## config.mk

```make
export PLATFORM = sky130hd
export DESIGN_NAME = pmod_top
export DESIGN_NICKNAME = d
export VERILOG_FILES = /design/src/hw/pmod_pkg.sv /design/src/hw/codec_serial.sv /design/src/hw/channel_cal.sv /design/src/hw/sample_uart_framer.sv /design/src/hw/uart_tx.sv /design/src/hw/pmod_top.sv
export SDC_FILE = /design/constraint.sdc
export NUM_CORES = 2
export LEC_CHECK = 0
export BUFFER_PORTS_ARGS = -buffer_cell sky130_fd_sc_hd__buf_2
export CAP_MARGIN = 10
export CORE_MARGIN = 8
export CORE_UTILIZATION = 45
export DETAILED_ROUTE_END_ITERATION = 10
export SETUP_SLACK_MARGIN = 0.2
export SYNTH_ARGS = -nofsm -noshare
export SYNTH_HDL_FRONTEND = slang
export SYNTH_HIERARCHICAL = 1
export SYNTH_SLANG_ARGS = --single-unit
```

## constraint.sdc

```tcl
create_clock -name clk_12mhz -period 17.41 [get_ports clk_12mhz]
set_input_delay 3.482 -clock clk_12mhz [delete_from_list [all_inputs] [get_ports clk_12mhz]]
set_output_delay 3.482 -clock clk_12mhz [all_outputs]
set_load 0.005 [all_outputs]
```

## src/hw/pmod_pkg.sv

```systemverilog
// Shared types and constants for the eurorack codec interface.
// Holds the sample and frame types, the per-channel calibration tables
// and the UART framer state encoding.
`default_nettype none

package pmod_pkg;

    localparam int n_channels = 4;
    localparam int sample_w = 16;

    localparam int clk_freq = 12_000_000;
    localparam int baud_rate = 1_000_000;
    localparam int clks_per_bit = clk_freq / baud_rate;

    // 12 MHz / 128 gives a 93.75 kHz sample rate
    localparam int frame_clks = 128;

    typedef logic signed [sample_w-1:0] sample_t;

    // Channel 0 sits in the top bits, matching the order on the serial line
    typedef struct packed {
        sample_t ch0;
        sample_t ch1;
        sample_t ch2;
        sample_t ch3;
    } sample_frame_t;

    // Gain is Q4.12, so 4096 is unity
    typedef struct packed {
        logic signed [15:0] offset;
        logic signed [15:0] gain;
    } cal_coef_t;

    localparam cal_coef_t adc_cal_tab [n_channels] = '{
        '{offset: -16'sd120, gain: 16'sd4300},
        '{offset: 16'sd85, gain: 16'sd4150},
        '{offset: -16'sd40, gain: 16'sd4420},
        '{offset: 16'sd210, gain: 16'sd4010}
    };

    localparam cal_coef_t dac_cal_tab [n_channels] = '{
        '{offset: 16'sd60, gain: 16'sd3980},
        '{offset: -16'sd75, gain: 16'sd4120},
        '{offset: 16'sd30, gain: 16'sd4060},
        '{offset: -16'sd140, gain: 16'sd4210}
    };

    // Output calibration level, roughly 5 V at the jack
    localparam int force_level = 20000;

    typedef enum logic [2:0] {
        xmit_c,
        xmit_h,
        xmit_id,
        xmit_msb,
        xmit_lsb
    } xmit_state_t;

endpackage

`default_nettype wire

```

## src/hw/codec_serial.sv

```systemverilog
// Serial port to the audio codec in TDM mode, 4 slots of 16 bits.
// Drives the bit and frame clocks, collects one ADC frame per sample
// period and shifts the DAC frame out during the following period.
`timescale 1ns/1ps
`default_nettype none

module codec_serial (
    input  wire logic                    clk_12mhz,
    input  wire logic                    rst_n,
    input  wire logic                    sdout,
    input  wire pmod_pkg::sample_frame_t dac_frame,
    output logic                         bick,
    output logic                         lrck,
    output logic                         sdin,
    output logic                         pdn,
    output logic                         sample_strobe,
    output pmod_pkg::sample_frame_t      adc_frame
);
    import pmod_pkg::*;

    logic [6:0]  frame_cnt;
    logic [63:0] adc_shift;
    logic [63:0] adc_shift_next;
    logic [63:0] dac_shift;
    logic        last_bit;

    // Two clocks per bit, 64 bits per frame
    assign bick = frame_cnt[0];
    // High for bit indexes 0 to 31
    assign lrck = ~frame_cnt[6];
    assign sdin = dac_shift[63];

    assign adc_shift_next = {adc_shift[62:0], sdout};

    // Final ADC bit is taken in this cycle
    assign last_bit = (frame_cnt == 7'(frame_clks - 2));

    // Capture on the edge where bick rises
    always_ff @(posedge clk_12mhz) begin
        if (!frame_cnt[0]) begin
            adc_shift <= adc_shift_next;
        end
    end

    always_ff @(posedge clk_12mhz or negedge rst_n) begin
        if (!rst_n) begin
            frame_cnt     <= '0;
            pdn           <= 1'b0;
            sample_strobe <= 1'b0;
            adc_frame     <= '0;
            dac_shift     <= '0;
        end else begin
            frame_cnt <= frame_cnt + 7'd1;
            // Codec leaves power-down once we are out of reset
            pdn <= 1'b1;

            // Strobe and frame are valid together at count 127
            sample_strobe <= last_bit;
            if (last_bit) begin
                adc_frame <= sample_frame_t'(adc_shift_next);
            end

            // DAC data moves on bick falling, the load edge is one of them
            if (sample_strobe) begin
                dac_shift <= dac_frame;
            end else if (frame_cnt[0]) begin
                dac_shift <= {dac_shift[62:0], 1'b0};
            end
        end
    end

endmodule

`default_nettype wire

```

## src/hw/channel_cal.sv

```systemverilog
// Input and output calibration for one audio channel.
// Undoes the front-end inversion, applies the ADC gain and offset, then
// the DAC gain and offset, with an optional forced output level.
`timescale 1ns/1ps
`default_nettype none

module channel_cal #(
    parameter pmod_pkg::cal_coef_t adc_coef = '{offset: 16'sd0, gain: 16'sd4096},
    parameter pmod_pkg::cal_coef_t dac_coef = '{offset: 16'sd0, gain: 16'sd4096}
) (
    input  wire logic             clk_12mhz,
    input  wire logic             rst_n,
    input  wire logic             sample_strobe,
    input  wire pmod_pkg::sample_t raw,
    input  wire logic             out_cal,
    input  wire logic             btn_n,
    output pmod_pkg::sample_t     cal_in,
    output pmod_pkg::sample_t     dac_word
);
    import pmod_pkg::*;

    // (x - offset) * gain >> 12, clamped to the sample range
    function automatic sample_t apply_cal(input sample_t x, input cal_coef_t coef);
        logic signed [16:0] diff;
        logic signed [32:0] prod;
        logic signed [20:0] scaled;
        diff   = x - coef.offset;
        prod   = diff * coef.gain;
        scaled = 21'(prod >>> 12);
        if (scaled > 21'sd32767) begin
            return 16'sh7fff;
        end else if (scaled < -21'sd32768) begin
            return 16'sh8000;
        end
        return sample_t'(scaled);
    endfunction

    sample_t in_next;
    sample_t out_next;
    sample_t forced;

    // Analog front end inverts, complement is close enough
    assign in_next  = apply_cal(~raw, adc_coef);
    assign forced   = btn_n ? sample_t'(force_level) : sample_t'(-force_level);
    assign out_next = out_cal ? forced : apply_cal(in_next, dac_coef);

    always_ff @(posedge clk_12mhz or negedge rst_n) begin
        if (!rst_n) begin
            cal_in   <= '0;
            dac_word <= '0;
        end else if (sample_strobe) begin
            cal_in   <= in_next;
            dac_word <= out_next;
        end
    end

endmodule

`default_nettype wire

```

## src/hw/sample_uart_framer.sv

```systemverilog
// Sends one channel's sample per record over the UART.
// A record is "C", "H", the channel digit, then MSB and LSB of the word.
// Channels are visited in turn and the frame LED toggles per record.
`timescale 1ns/1ps
`default_nettype none

module sample_uart_framer (
    input  wire logic                    clk_12mhz,
    input  wire logic                    rst_n,
    input  wire pmod_pkg::sample_frame_t raw_frame,
    input  wire pmod_pkg::sample_frame_t cal_frame,
    input  wire logic                    raw_uart,
    input  wire logic                    uart_busy,
    output logic                         uart_start,
    output logic [7:0]                   uart_data,
    output logic                         led_frame_n
);
    import pmod_pkg::*;

    function automatic sample_t pick(input sample_frame_t f, input logic [1:0] ch);
        case (ch)
            2'd0: pick = f.ch0;
            2'd1: pick = f.ch1;
            2'd2: pick = f.ch2;
            default: pick = f.ch3;
        endcase
    endfunction

    xmit_state_t state;
    logic [1:0]  cur_ch;
    sample_t     word;
    logic        send;

    // Busy only rises a cycle after the start pulse, so skip that cycle
    assign send = !uart_busy && !uart_start;

    always_ff @(posedge clk_12mhz or negedge rst_n) begin
        if (!rst_n) begin
            state       <= xmit_c;
            cur_ch      <= 2'd0;
            uart_start  <= 1'b0;
            led_frame_n <= 1'b1;
        end else begin
            uart_start <= send;
            if (send) begin
                case (state)
                    xmit_c:   state <= xmit_h;
                    xmit_h:   state <= xmit_id;
                    xmit_id:  state <= xmit_msb;
                    xmit_msb: state <= xmit_lsb;
                    xmit_lsb: begin
                        state       <= xmit_c;
                        cur_ch      <= cur_ch + 2'd1;
                        led_frame_n <= ~led_frame_n;
                    end
                    default:  state <= xmit_c;
                endcase
            end
        end
    end

    // Word is held from the first byte so a record never mixes two frames
    always_ff @(posedge clk_12mhz) begin
        if (send) begin
            case (state)
                xmit_c: begin
                    uart_data <= "C";
                    word      <= raw_uart ? pick(raw_frame, cur_ch) : pick(cal_frame, cur_ch);
                end
                xmit_h:   uart_data <= "H";
                xmit_id:  uart_data <= 8'h30 + {6'd0, cur_ch};
                xmit_msb: uart_data <= word[15:8];
                xmit_lsb: uart_data <= word[7:0];
                default:  uart_data <= "C";
            endcase
        end
    end

endmodule

`default_nettype wire

```

## src/hw/uart_tx.sv

```systemverilog
// 8N1 UART transmitter.
// A one-cycle start pulse loads a byte; busy stays high until the stop bit ends.
`timescale 1ns/1ps
`default_nettype none

module uart_tx (
    input  wire logic       clk_12mhz,
    input  wire logic       rst_n,
    input  wire logic       uart_start,
    input  wire logic [7:0] uart_data,
    output logic            tx,
    output logic            uart_busy
);
    import pmod_pkg::*;

    logic [$clog2(clks_per_bit)-1:0] baud_cnt;
    logic [3:0]                      bit_idx;
    logic [9:0]                      shift;

    // Line idles high since the shift register refills with ones
    assign tx = shift[0];

    always_ff @(posedge clk_12mhz or negedge rst_n) begin
        if (!rst_n) begin
            shift     <= '1;
            uart_busy <= 1'b0;
            baud_cnt  <= '0;
            bit_idx   <= '0;
        end else if (!uart_busy) begin
            if (uart_start) begin
                // Stop bit, data LSB first, start bit
                shift     <= {1'b1, uart_data, 1'b0};
                uart_busy <= 1'b1;
                baud_cnt  <= '0;
                bit_idx   <= '0;
            end
        end else if (baud_cnt == ($bits(baud_cnt))'(clks_per_bit - 1)) begin
            baud_cnt <= '0;
            shift    <= {1'b1, shift[9:1]};
            if (bit_idx == 4'd9) begin
                uart_busy <= 1'b0;
            end else begin
                bit_idx <= bit_idx + 4'd1;
            end
        end else begin
            baud_cnt <= baud_cnt + 1'b1;
        end
    end

endmodule

`default_nettype wire

```

## src/hw/pmod_top.sv

```systemverilog
// Top level of the eurorack codec interface.
// Input samples are calibrated and mirrored back to the outputs, and
// the calibrated or raw samples are streamed out over the UART.
`timescale 1ns/1ps
`default_nettype none

module pmod_top (
    input  wire logic clk_12mhz,
    input  wire logic rst_n,
    input  wire logic sdout,
    input  wire logic out_cal,
    input  wire logic btn_n,
    input  wire logic raw_uart,
    output logic      bick,
    output logic      lrck,
    output logic      sdin,
    output logic      pdn,
    output logic      tx,
    output logic      led_frame_n
);
    import pmod_pkg::*;

    sample_frame_t adc_frame;
    sample_frame_t cal_frame;
    sample_frame_t dac_frame;
    logic          sample_strobe;
    logic          uart_start;
    logic [7:0]    uart_data;
    logic          uart_busy;

    // Index 0 is the leftmost element, which lines up with ch0
    sample_t [0:n_channels-1] adc_words;
    sample_t [0:n_channels-1] cal_words;
    sample_t [0:n_channels-1] dac_words;

    assign adc_words = adc_frame;
    assign cal_frame = cal_words;
    assign dac_frame = dac_words;

    codec_serial codec_i (
        .clk_12mhz     (clk_12mhz),
        .rst_n         (rst_n),
        .sdout         (sdout),
        .dac_frame     (dac_frame),
        .bick          (bick),
        .lrck          (lrck),
        .sdin          (sdin),
        .pdn           (pdn),
        .sample_strobe (sample_strobe),
        .adc_frame     (adc_frame)
    );

    for (genvar i = 0; i < n_channels; i++) begin : g_cal
        channel_cal #(
            .adc_coef (adc_cal_tab[i]),
            .dac_coef (dac_cal_tab[i])
        ) cal_i (
            .clk_12mhz     (clk_12mhz),
            .rst_n         (rst_n),
            .sample_strobe (sample_strobe),
            .raw           (adc_words[i]),
            .out_cal       (out_cal),
            .btn_n         (btn_n),
            .cal_in        (cal_words[i]),
            .dac_word      (dac_words[i])
        );
    end

    sample_uart_framer framer_i (
        .clk_12mhz   (clk_12mhz),
        .rst_n       (rst_n),
        .raw_frame   (adc_frame),
        .cal_frame   (cal_frame),
        .raw_uart    (raw_uart),
        .uart_busy   (uart_busy),
        .uart_start  (uart_start),
        .uart_data   (uart_data),
        .led_frame_n (led_frame_n)
    );

    uart_tx uart_i (
        .clk_12mhz  (clk_12mhz),
        .rst_n      (rst_n),
        .uart_start (uart_start),
        .uart_data  (uart_data),
        .tx         (tx),
        .uart_busy  (uart_busy)
    );

endmodule

`default_nettype wire

```

== Word-level counts from Yosys, hierarchy flattened ==
Cells that the tools add are included.

* Register bits after elaboration: 378
* Output and inout port bits: 6
* Word-level logic and storage cells: 157

* $add $sub $neg: 13
* Multiply operators: 8
* Magnitude comparators: 16
* Eq/ne operators: 11
* Muxes and demuxes: 65
* Bitwise gates (word level): 6
* Reduce and logical (&&, ||, !) cells: 11

{| class="wikitable"
|+ Operator list
! kind !! count
|-
| 16-bit two-way mux || 30
|-
| 21-bit by 16-bit > comparator with 1-bit output, second input constant || 8
|-
| 21-bit by 16-bit less-than comparator with 1-bit output, second input constant || 8
|-
| 64-bit two-way mux || 2
|-
| 16-bit case mux with 3 select lines || 2
|-
| 17-bit by 12-bit multiplier with 29-bit output, second input constant || 3
|-
| 17-bit by 11-bit multiplier with 28-bit output, second input constant || 3
|-
| 16-bit NOT || 4
|-
| 17-bit by 13-bit multiplier with 30-bit output, second input constant || 2
|-
| 16-bit by 8-bit subtractor with 17-bit output, second input constant || 3
|-
| 16-bit by 7-bit subtractor with 17-bit output, second input constant || 2
|-
| 16-bit by 9-bit subtractor with 17-bit output, second input constant || 2
|-
| 8-bit case mux with 4 select lines || 1
|-
| 10-bit two-way mux || 3
|-
| 4-bit two-way mux || 6
|-
| 1-bit two-way mux || 20
|-
| 16-bit by 6-bit subtractor with 17-bit output, second input constant || 1
|-
| 3-bit case mux with 4 select lines || 1
|-
| 4-bit by 1-bit adder with 4-bit output, second input constant || 2
|-
| 4-bit equality test, second input constant || 2
|-
| 6-bit by 2-bit adder with 7-bit output, first input constant || 1
|-
| 7-bit by 1-bit adder with 7-bit output, second input constant || 1
|-
| 7-bit equality test, second input constant || 1
|-
| 3-bit by 2-bit equality test with 1-bit output, second input constant || 2
|-
| 14 further kinds || 20
|}

== Longest topological paths before layout ==
* Depth after elaboration: 14
* Mapped depth: 57
* Gate-level depth less buffers: 53

== Hierarchy ==
Netlist, hierarchy kept.

{| class="wikitable"
|+ By module, submodules not included
! module !! times used !! cells an instance !! area each (µm²) !! seq. area each (µm²)
|-
| channel_cal (g_cal[3].cal_i) || 1 || 1175 || 10436.3 || 800.8
|-
| channel_cal (g_cal[2].cal_i) || 1 || 1119 || 9729.3 || 800.8
|-
| channel_cal (g_cal[0].cal_i) || 1 || 1073 || 9298.9 || 800.8
|-
| channel_cal (g_cal[1].cal_i) || 1 || 985 || 7910.1 || 800.8
|-
| codec_serial || 1 || 503 || 7553.5 || 5320.1
|-
| sample_uart_framer || 1 || 230 || 2210.9 || 897.1
|-
| uart_tx || 1 || 95 || 1031.0 || 461.7
|}

== Worst setup path before layout ==
No wires, ideal clock.

* Kind: register to register
* From: register, netlist name codec_i/adc_frame[51]
* To: register g_cal[0].cal_i.dac_word[11]
* Library setup time: 0.126 ns
* Arrival time: 12.623 ns
* Path slack: 4.661 ns
* Cell stages (with the launch flop): 50
* Buffers on the path: 3
* Cells stage by stage: dfrtp_1 ha_1 and3_1 nor3_1 nand2b_1 nor3b_1 xnor2_1 ha_1 ha_1 ha_1 fa_1 inv_1 fa_1 inv_1 ha_1 buf_2 a21oi_1 a21boi_0 (+14 left out) ha_1 xnor2_1 fa_1 fa_1 ha_1 inv_1 fa_1 inv_1 ha_1 and3_1 nand2_1 or3_1 and2_1 a211o_1 o21bai_1 or2_1 a21oi_1 a221o_1

* Cells in the longest elaborated chain, start to end: 14
* Elaborated cells between the ends (all ways): 18

{| class="wikitable"
|+ Ends and longest elaborated chain
! item !! line !! source
|-
| 16-bit NOT * || channel_cal.sv:43 || <nowiki>assign in_next = apply_cal(~raw, adc_coef);</nowiki>
|-
| 16-bit by 8-bit subtractor with 17-bit output * || channel_cal.sv:27 || <nowiki>diff = x - coef.offset;</nowiki>
|-
| 17-bit by 12-bit multiplier with 29-bit output * || channel_cal.sv:28 || <nowiki>prod = diff * coef.gain;</nowiki>
|-
| 21-bit by 16-bit less-than comparator with 1-bit output || channel_cal.sv:32 || <nowiki>end else if (scaled < -21'sd32768) begin</nowiki>
|-
| 1-bit two-way mux || channel_cal.sv:32 ||
|-
| 1-bit two-way mux || channel_cal.sv:30 || <nowiki>if (scaled > 21'sd32767) begin</nowiki>
|-
| 16-bit two-way mux * || channel_cal.sv:35 || <nowiki>return sample_t'(scaled);</nowiki>
|-
| net g_cal[0].cal_i.in_next[3] || channel_cal.sv:38 || <nowiki>sample_t in_next;</nowiki>
|-
| 16-bit by 7-bit subtractor with 17-bit output * || channel_cal.sv:27 ||
|-
| 17-bit by 11-bit multiplier with 28-bit output * || channel_cal.sv:28 ||
|-
| 21-bit by 16-bit less-than comparator with 1-bit output || channel_cal.sv:32 ||
|-
| 1-bit two-way mux || channel_cal.sv:32 ||
|-
| 1-bit two-way mux || channel_cal.sv:30 ||
|-
| 16-bit two-way mux * || channel_cal.sv:35 ||
|-
| 16-bit two-way mux * || channel_cal.sv:45 || <nowiki>assign out_next = out_cal ? forced : apply_cal(in_next, dac_coef);</nowiki>
|-
| end signal, assigned || channel_cal.sv:53 || <nowiki>dac_word <= out_next;</nowiki>
|-
| end, declared || channel_cal.sv:18 || <nowiki>output pmod_pkg::sample_t dac_word</nowiki>
|}

Mark *: on every way through the listed nets, which the timed path passes. The rest lies on a longest branch.
A chain may end at the register's enable or synchronous reset.

== Final worst setup path ==
* From: register, netlist name codec_i/adc_frame[1]
* To: register g_cal[3].cal_i.dac_word[7]

* Cells in the longest elaborated chain, start to end: 14
* Elaborated cells between the ends (all ways): 18

{| class="wikitable"
|+ Ends and longest elaborated chain
! item !! line
|-
| 16-bit NOT * || channel_cal.sv:43
|-
| 16-bit by 9-bit subtractor with 17-bit output * || channel_cal.sv:27
|-
| 17-bit by 12-bit multiplier with 29-bit output * || channel_cal.sv:28
|-
| 21-bit by 16-bit less-than comparator with 1-bit output || channel_cal.sv:32
|-
| 1-bit two-way mux || channel_cal.sv:32
|-
| 1-bit two-way mux || channel_cal.sv:30
|-
| 16-bit two-way mux * || channel_cal.sv:35
|-
| 16-bit by 9-bit subtractor with 17-bit output * || channel_cal.sv:27
|-
| 17-bit by 13-bit multiplier with 30-bit output * || channel_cal.sv:28
|-
| 21-bit by 16-bit less-than comparator with 1-bit output || channel_cal.sv:32
|-
| 1-bit two-way mux || channel_cal.sv:32
|-
| 1-bit two-way mux || channel_cal.sv:30
|-
| 16-bit two-way mux * || channel_cal.sv:35
|-
| 16-bit two-way mux * || channel_cal.sv:45
|-
| end signal, assigned || channel_cal.sv:53
|-
| end, declared || channel_cal.sv:18
|}

Every way passes the cells marked *; elsewhere a longest branch is shown, timed or not.

==> metrics.txt <==
post-synthesis sequential area ratio between 20% and 30%; Post-Syn Nets ~6200; HP Start codec_i/adc_shift[48]; Critical Path End Type register; placed cells about 6500; status complete, no violations; Synth top area share roughly 17%; r2r setup slk ~2400 ps; CORE AREA approximately 0.11 mm²; Critical Path RT approximately 18000 ps; fin nets just over 6000; Synth Flop Type dfrtp_1; CP Class reg -> reg; TritonCTS Sinks ~380; H-tree Lvls 2; Area growth syn-to-layout 5.79%; Min-Delay Path Class reg -> reg; synthesized area per cell 9.30 µm²; Pleak around 26 nW; highest clock rate between 0.06 and 0.07 GHz; detailed-route wire length 117 mm; TritonRoute pass-1 iters 8; CTS tree built; setup TNS 0 ps; total setup buffers inserted after CTS 0; Reg-to-Reg Start codec_i/adc_frame[1]; drt wl/cell approximately 18 µm; Post-Place Worst Slack approximately 2400 ps; commonest cells in the netlist 1003 x inv_1, 646 x ha_1, 403 x fa_1, 315 x nand2_1, 281 x a21oi_1; Max IR drop VDD between 0.7 and 0.8 mV; Synth Cell Area approximately 0.048 mm²; die width about 340 µm; Slew headroom between 10% and 20%; Placer Congestion approximately 0.94; Yosys warning count 6; Gate Count Post-Synth 5180; r2r worst-path depth 48; grt ovf 0; first-pass GRT wire length 190 mm; diodes inserted 0; Post-Layout Cell Count ~6600; hold path cells 0; fillers between 10000 and 15000; Hold EP codec_i/adc_shift[49]; vias 35600; asr flop ratio synth between 70% and 80%; clock transition at the registers of the reported paths around 60 ps; final instance area around 0.051 mm²; Setup-failing EPs final 0; power density of the placed cells roughly 74 mW/mm²; Critical-path top delay cell xor2_1; most common cell in the netlist inv_1; reg2reg end g_cal[3].cal_i/dac_word[7]; CTS Hold Bufs 0; overall power roughly 3.8 mW; Port Buf Inserts 11; Final min period roughly 15000 ps; final core utilization 47.8%; startpoint types register; Die Height around 340 µm; proportion of layout cells with a drive suffix above 1 around 6.4%; Pins Over Slew Limit 0; vias in the first global route between 30000 and 40000; Max-Cap Viols 0; gr usage total between 15 and 20%; Final Hold Viols 0; initial antenna violation count 1; std cell rows 120; final hold slack between 400 and 500 ps; Resize count post-CTS 0; placed cell area between 0.04 and 0.05 mm²; Synth area leaders ha_1 17%, fa_1 17%, dfrtp_1 15%; DR iter-0 viols between 2000 and 2500; worst-margin pin slew approximately 1200 ps; Arr. time, crit path ~16000 ps; I/O Pins 12; die area about 0.12 mm²; Max clock buf depth 3; clk_lat worst skew ~590 ps; Max stage delay on crit path slightly below 800 ps; largest net degree at the start of global routing just under 100; RSZ-0062 raised after global routing false; Routed Antenna Nets 0; Netlist cell types about 150; # DRC 0; CP Max Fanout 18; Initial Util between 40 and 50%; clock root buffer clkbuf_16; total CTS buffers 45; final setup margin around 2400 ps; skew final approximately 17 ps; Via density 5.43; DP HPWL 95.9 mm; Final Cycle Share between 80% and 90%; EDFF count, synth 87; #FFs+latches synth 377; Synth area leader ha_1
## worst max path at each step
| stage | startpoint | to | slack (ps) | cells past startpoint |
|---|---|---|---|---|
| 5_1_grt | codec_i/adc_frame[1] | g_cal[3].cal_i/dac_word[7] | 1520 | 49 |
| 3_3_place_gp | codec_i/adc_frame[1] | g_cal[3].cal_i/dac_word[7] | 2620 | 48 |
| 4_1_cts | codec_i/adc_frame[1] | g_cal[3].cal_i/dac_word[7] | 2370 | 48 |
| 6_report | codec_i/adc_frame[1] | g_cal[3].cal_i/dac_word[7] | 2390 | 48 |
| 2_1_floorplan | codec_i/adc_frame[51] | g_cal[0].cal_i/dac_word[11] | 4660 | 49 |
| 3_5_place_dp | codec_i/adc_frame[1] | g_cal[3].cal_i/dac_word[7] | 2430 | 48 |
## final cells by class
type,instances,area [µm²],share of cell area (%)
Multi-Input combinational cell,3648,33700,66.2
Inverter,1010,3790,7.44
Clock buffer,56,1240,2.43
Clock inverter,27,245,0.481
Sequential cell,377,9890,19.4
Timing Repair Buffer,44,313,0.614
Tap cell,1403,1760,3.44
## registers in the layout, indices dropped and copies added (netlist names)
name	cells
codec_i/adc_frame	64
codec_i/dac_shift	64
g_cal.cal_i/cal_in	64
g_cal.cal_i/dac_word	64
codec_i/adc_shift	63
framer_i/word	16
uart_i/shift	9
framer_i/uart_data	8
codec_i/frame_cnt	7
uart_i/baud_cnt	4
uart_i/bit_idx	4
framer_i/state	3
framer_i/cur_ch	2
codec_i/pdn	1
codec_i/sample_strobe	1
framer_i/led_frame_n	1
framer_i/uart_start	1
uart_i/uart_busy	1
## placed cells by master, fill, tap and decap left out, types with 32 or more instances in the layout
cell       Yosys  final
nor2_1       215    214
ha_1         646    646
inv_1       1003   1002
o211ai_1      37     37
edfxtp_1      87     87
mux2_1        56     56
fa_1         403    403
o21a_1        41     41
and2_1        36     36
xnor2_1      178    178
a221o_1       32     32
dfrtp_1      280    278
buf_4         14     33
mux2i_1       87     87
mux2_2        39     39
xor2_1       128    128
nor3_1        51     50
clkbuf_16      0     47
o21ai_0      244    244
a21oi_1      281    281
a211oi_1      54     53
a21o_1        77     77
nand4_1       34     34
nand2_1      315    315
o21ai_1       36     36
nand3_1       79     79
## cells by family (layout without fill, tap and decap cells)
group	count (synthesis)	after routing	share of synthesized area, %
AO/OA/AOI/OAI	1125	1125	16.1
XOR/XNOR	313	313	5.82
adder cells (fa/ha/maj)	1053	1053	33.6
buffers and inverters	1155	1137	9.51
flip-flops	377	377	20.5
multiplexers	185	185	4.14
other	2	2	0.0156
AND/OR/NAND/NOR	970	970	10.3
## report_power, final
| group | switching [mW] | total, mW | internal (mW) | leakage, nW |
|---|---|---|---|---|
| logic | 1.13 | 1.90 | 0.769 | 20.8 |
| registers | 0.00173 | 0.905 | 0.904 | 4.45 |
| clock network | 0.406 | 0.950 | 0.544 | 0.738 |
## critical path: cells and delay by family (launching register included)
family / cells / cell delay (ps)
DFF: 1 / 530
AOI/OAI and AO/OA: 15 / 4490
buffers and inverters: 6 / 370
adders and majority gates: 14 / 5850
xor gates and xnor gates: 2 / 1350
and+or+nand+nor: 11 / 2340
## routing by layer
layer	up-vias	global-route usage [%]	share of wire [%]
met5	-	0	0.011
met4	2	4.77	2.3
met3	123	2.05	4.0
met2	682	31.7	46
met1	17400	28.6	48
li1	17400	-	-
Power figures use the tool's default switching activity.
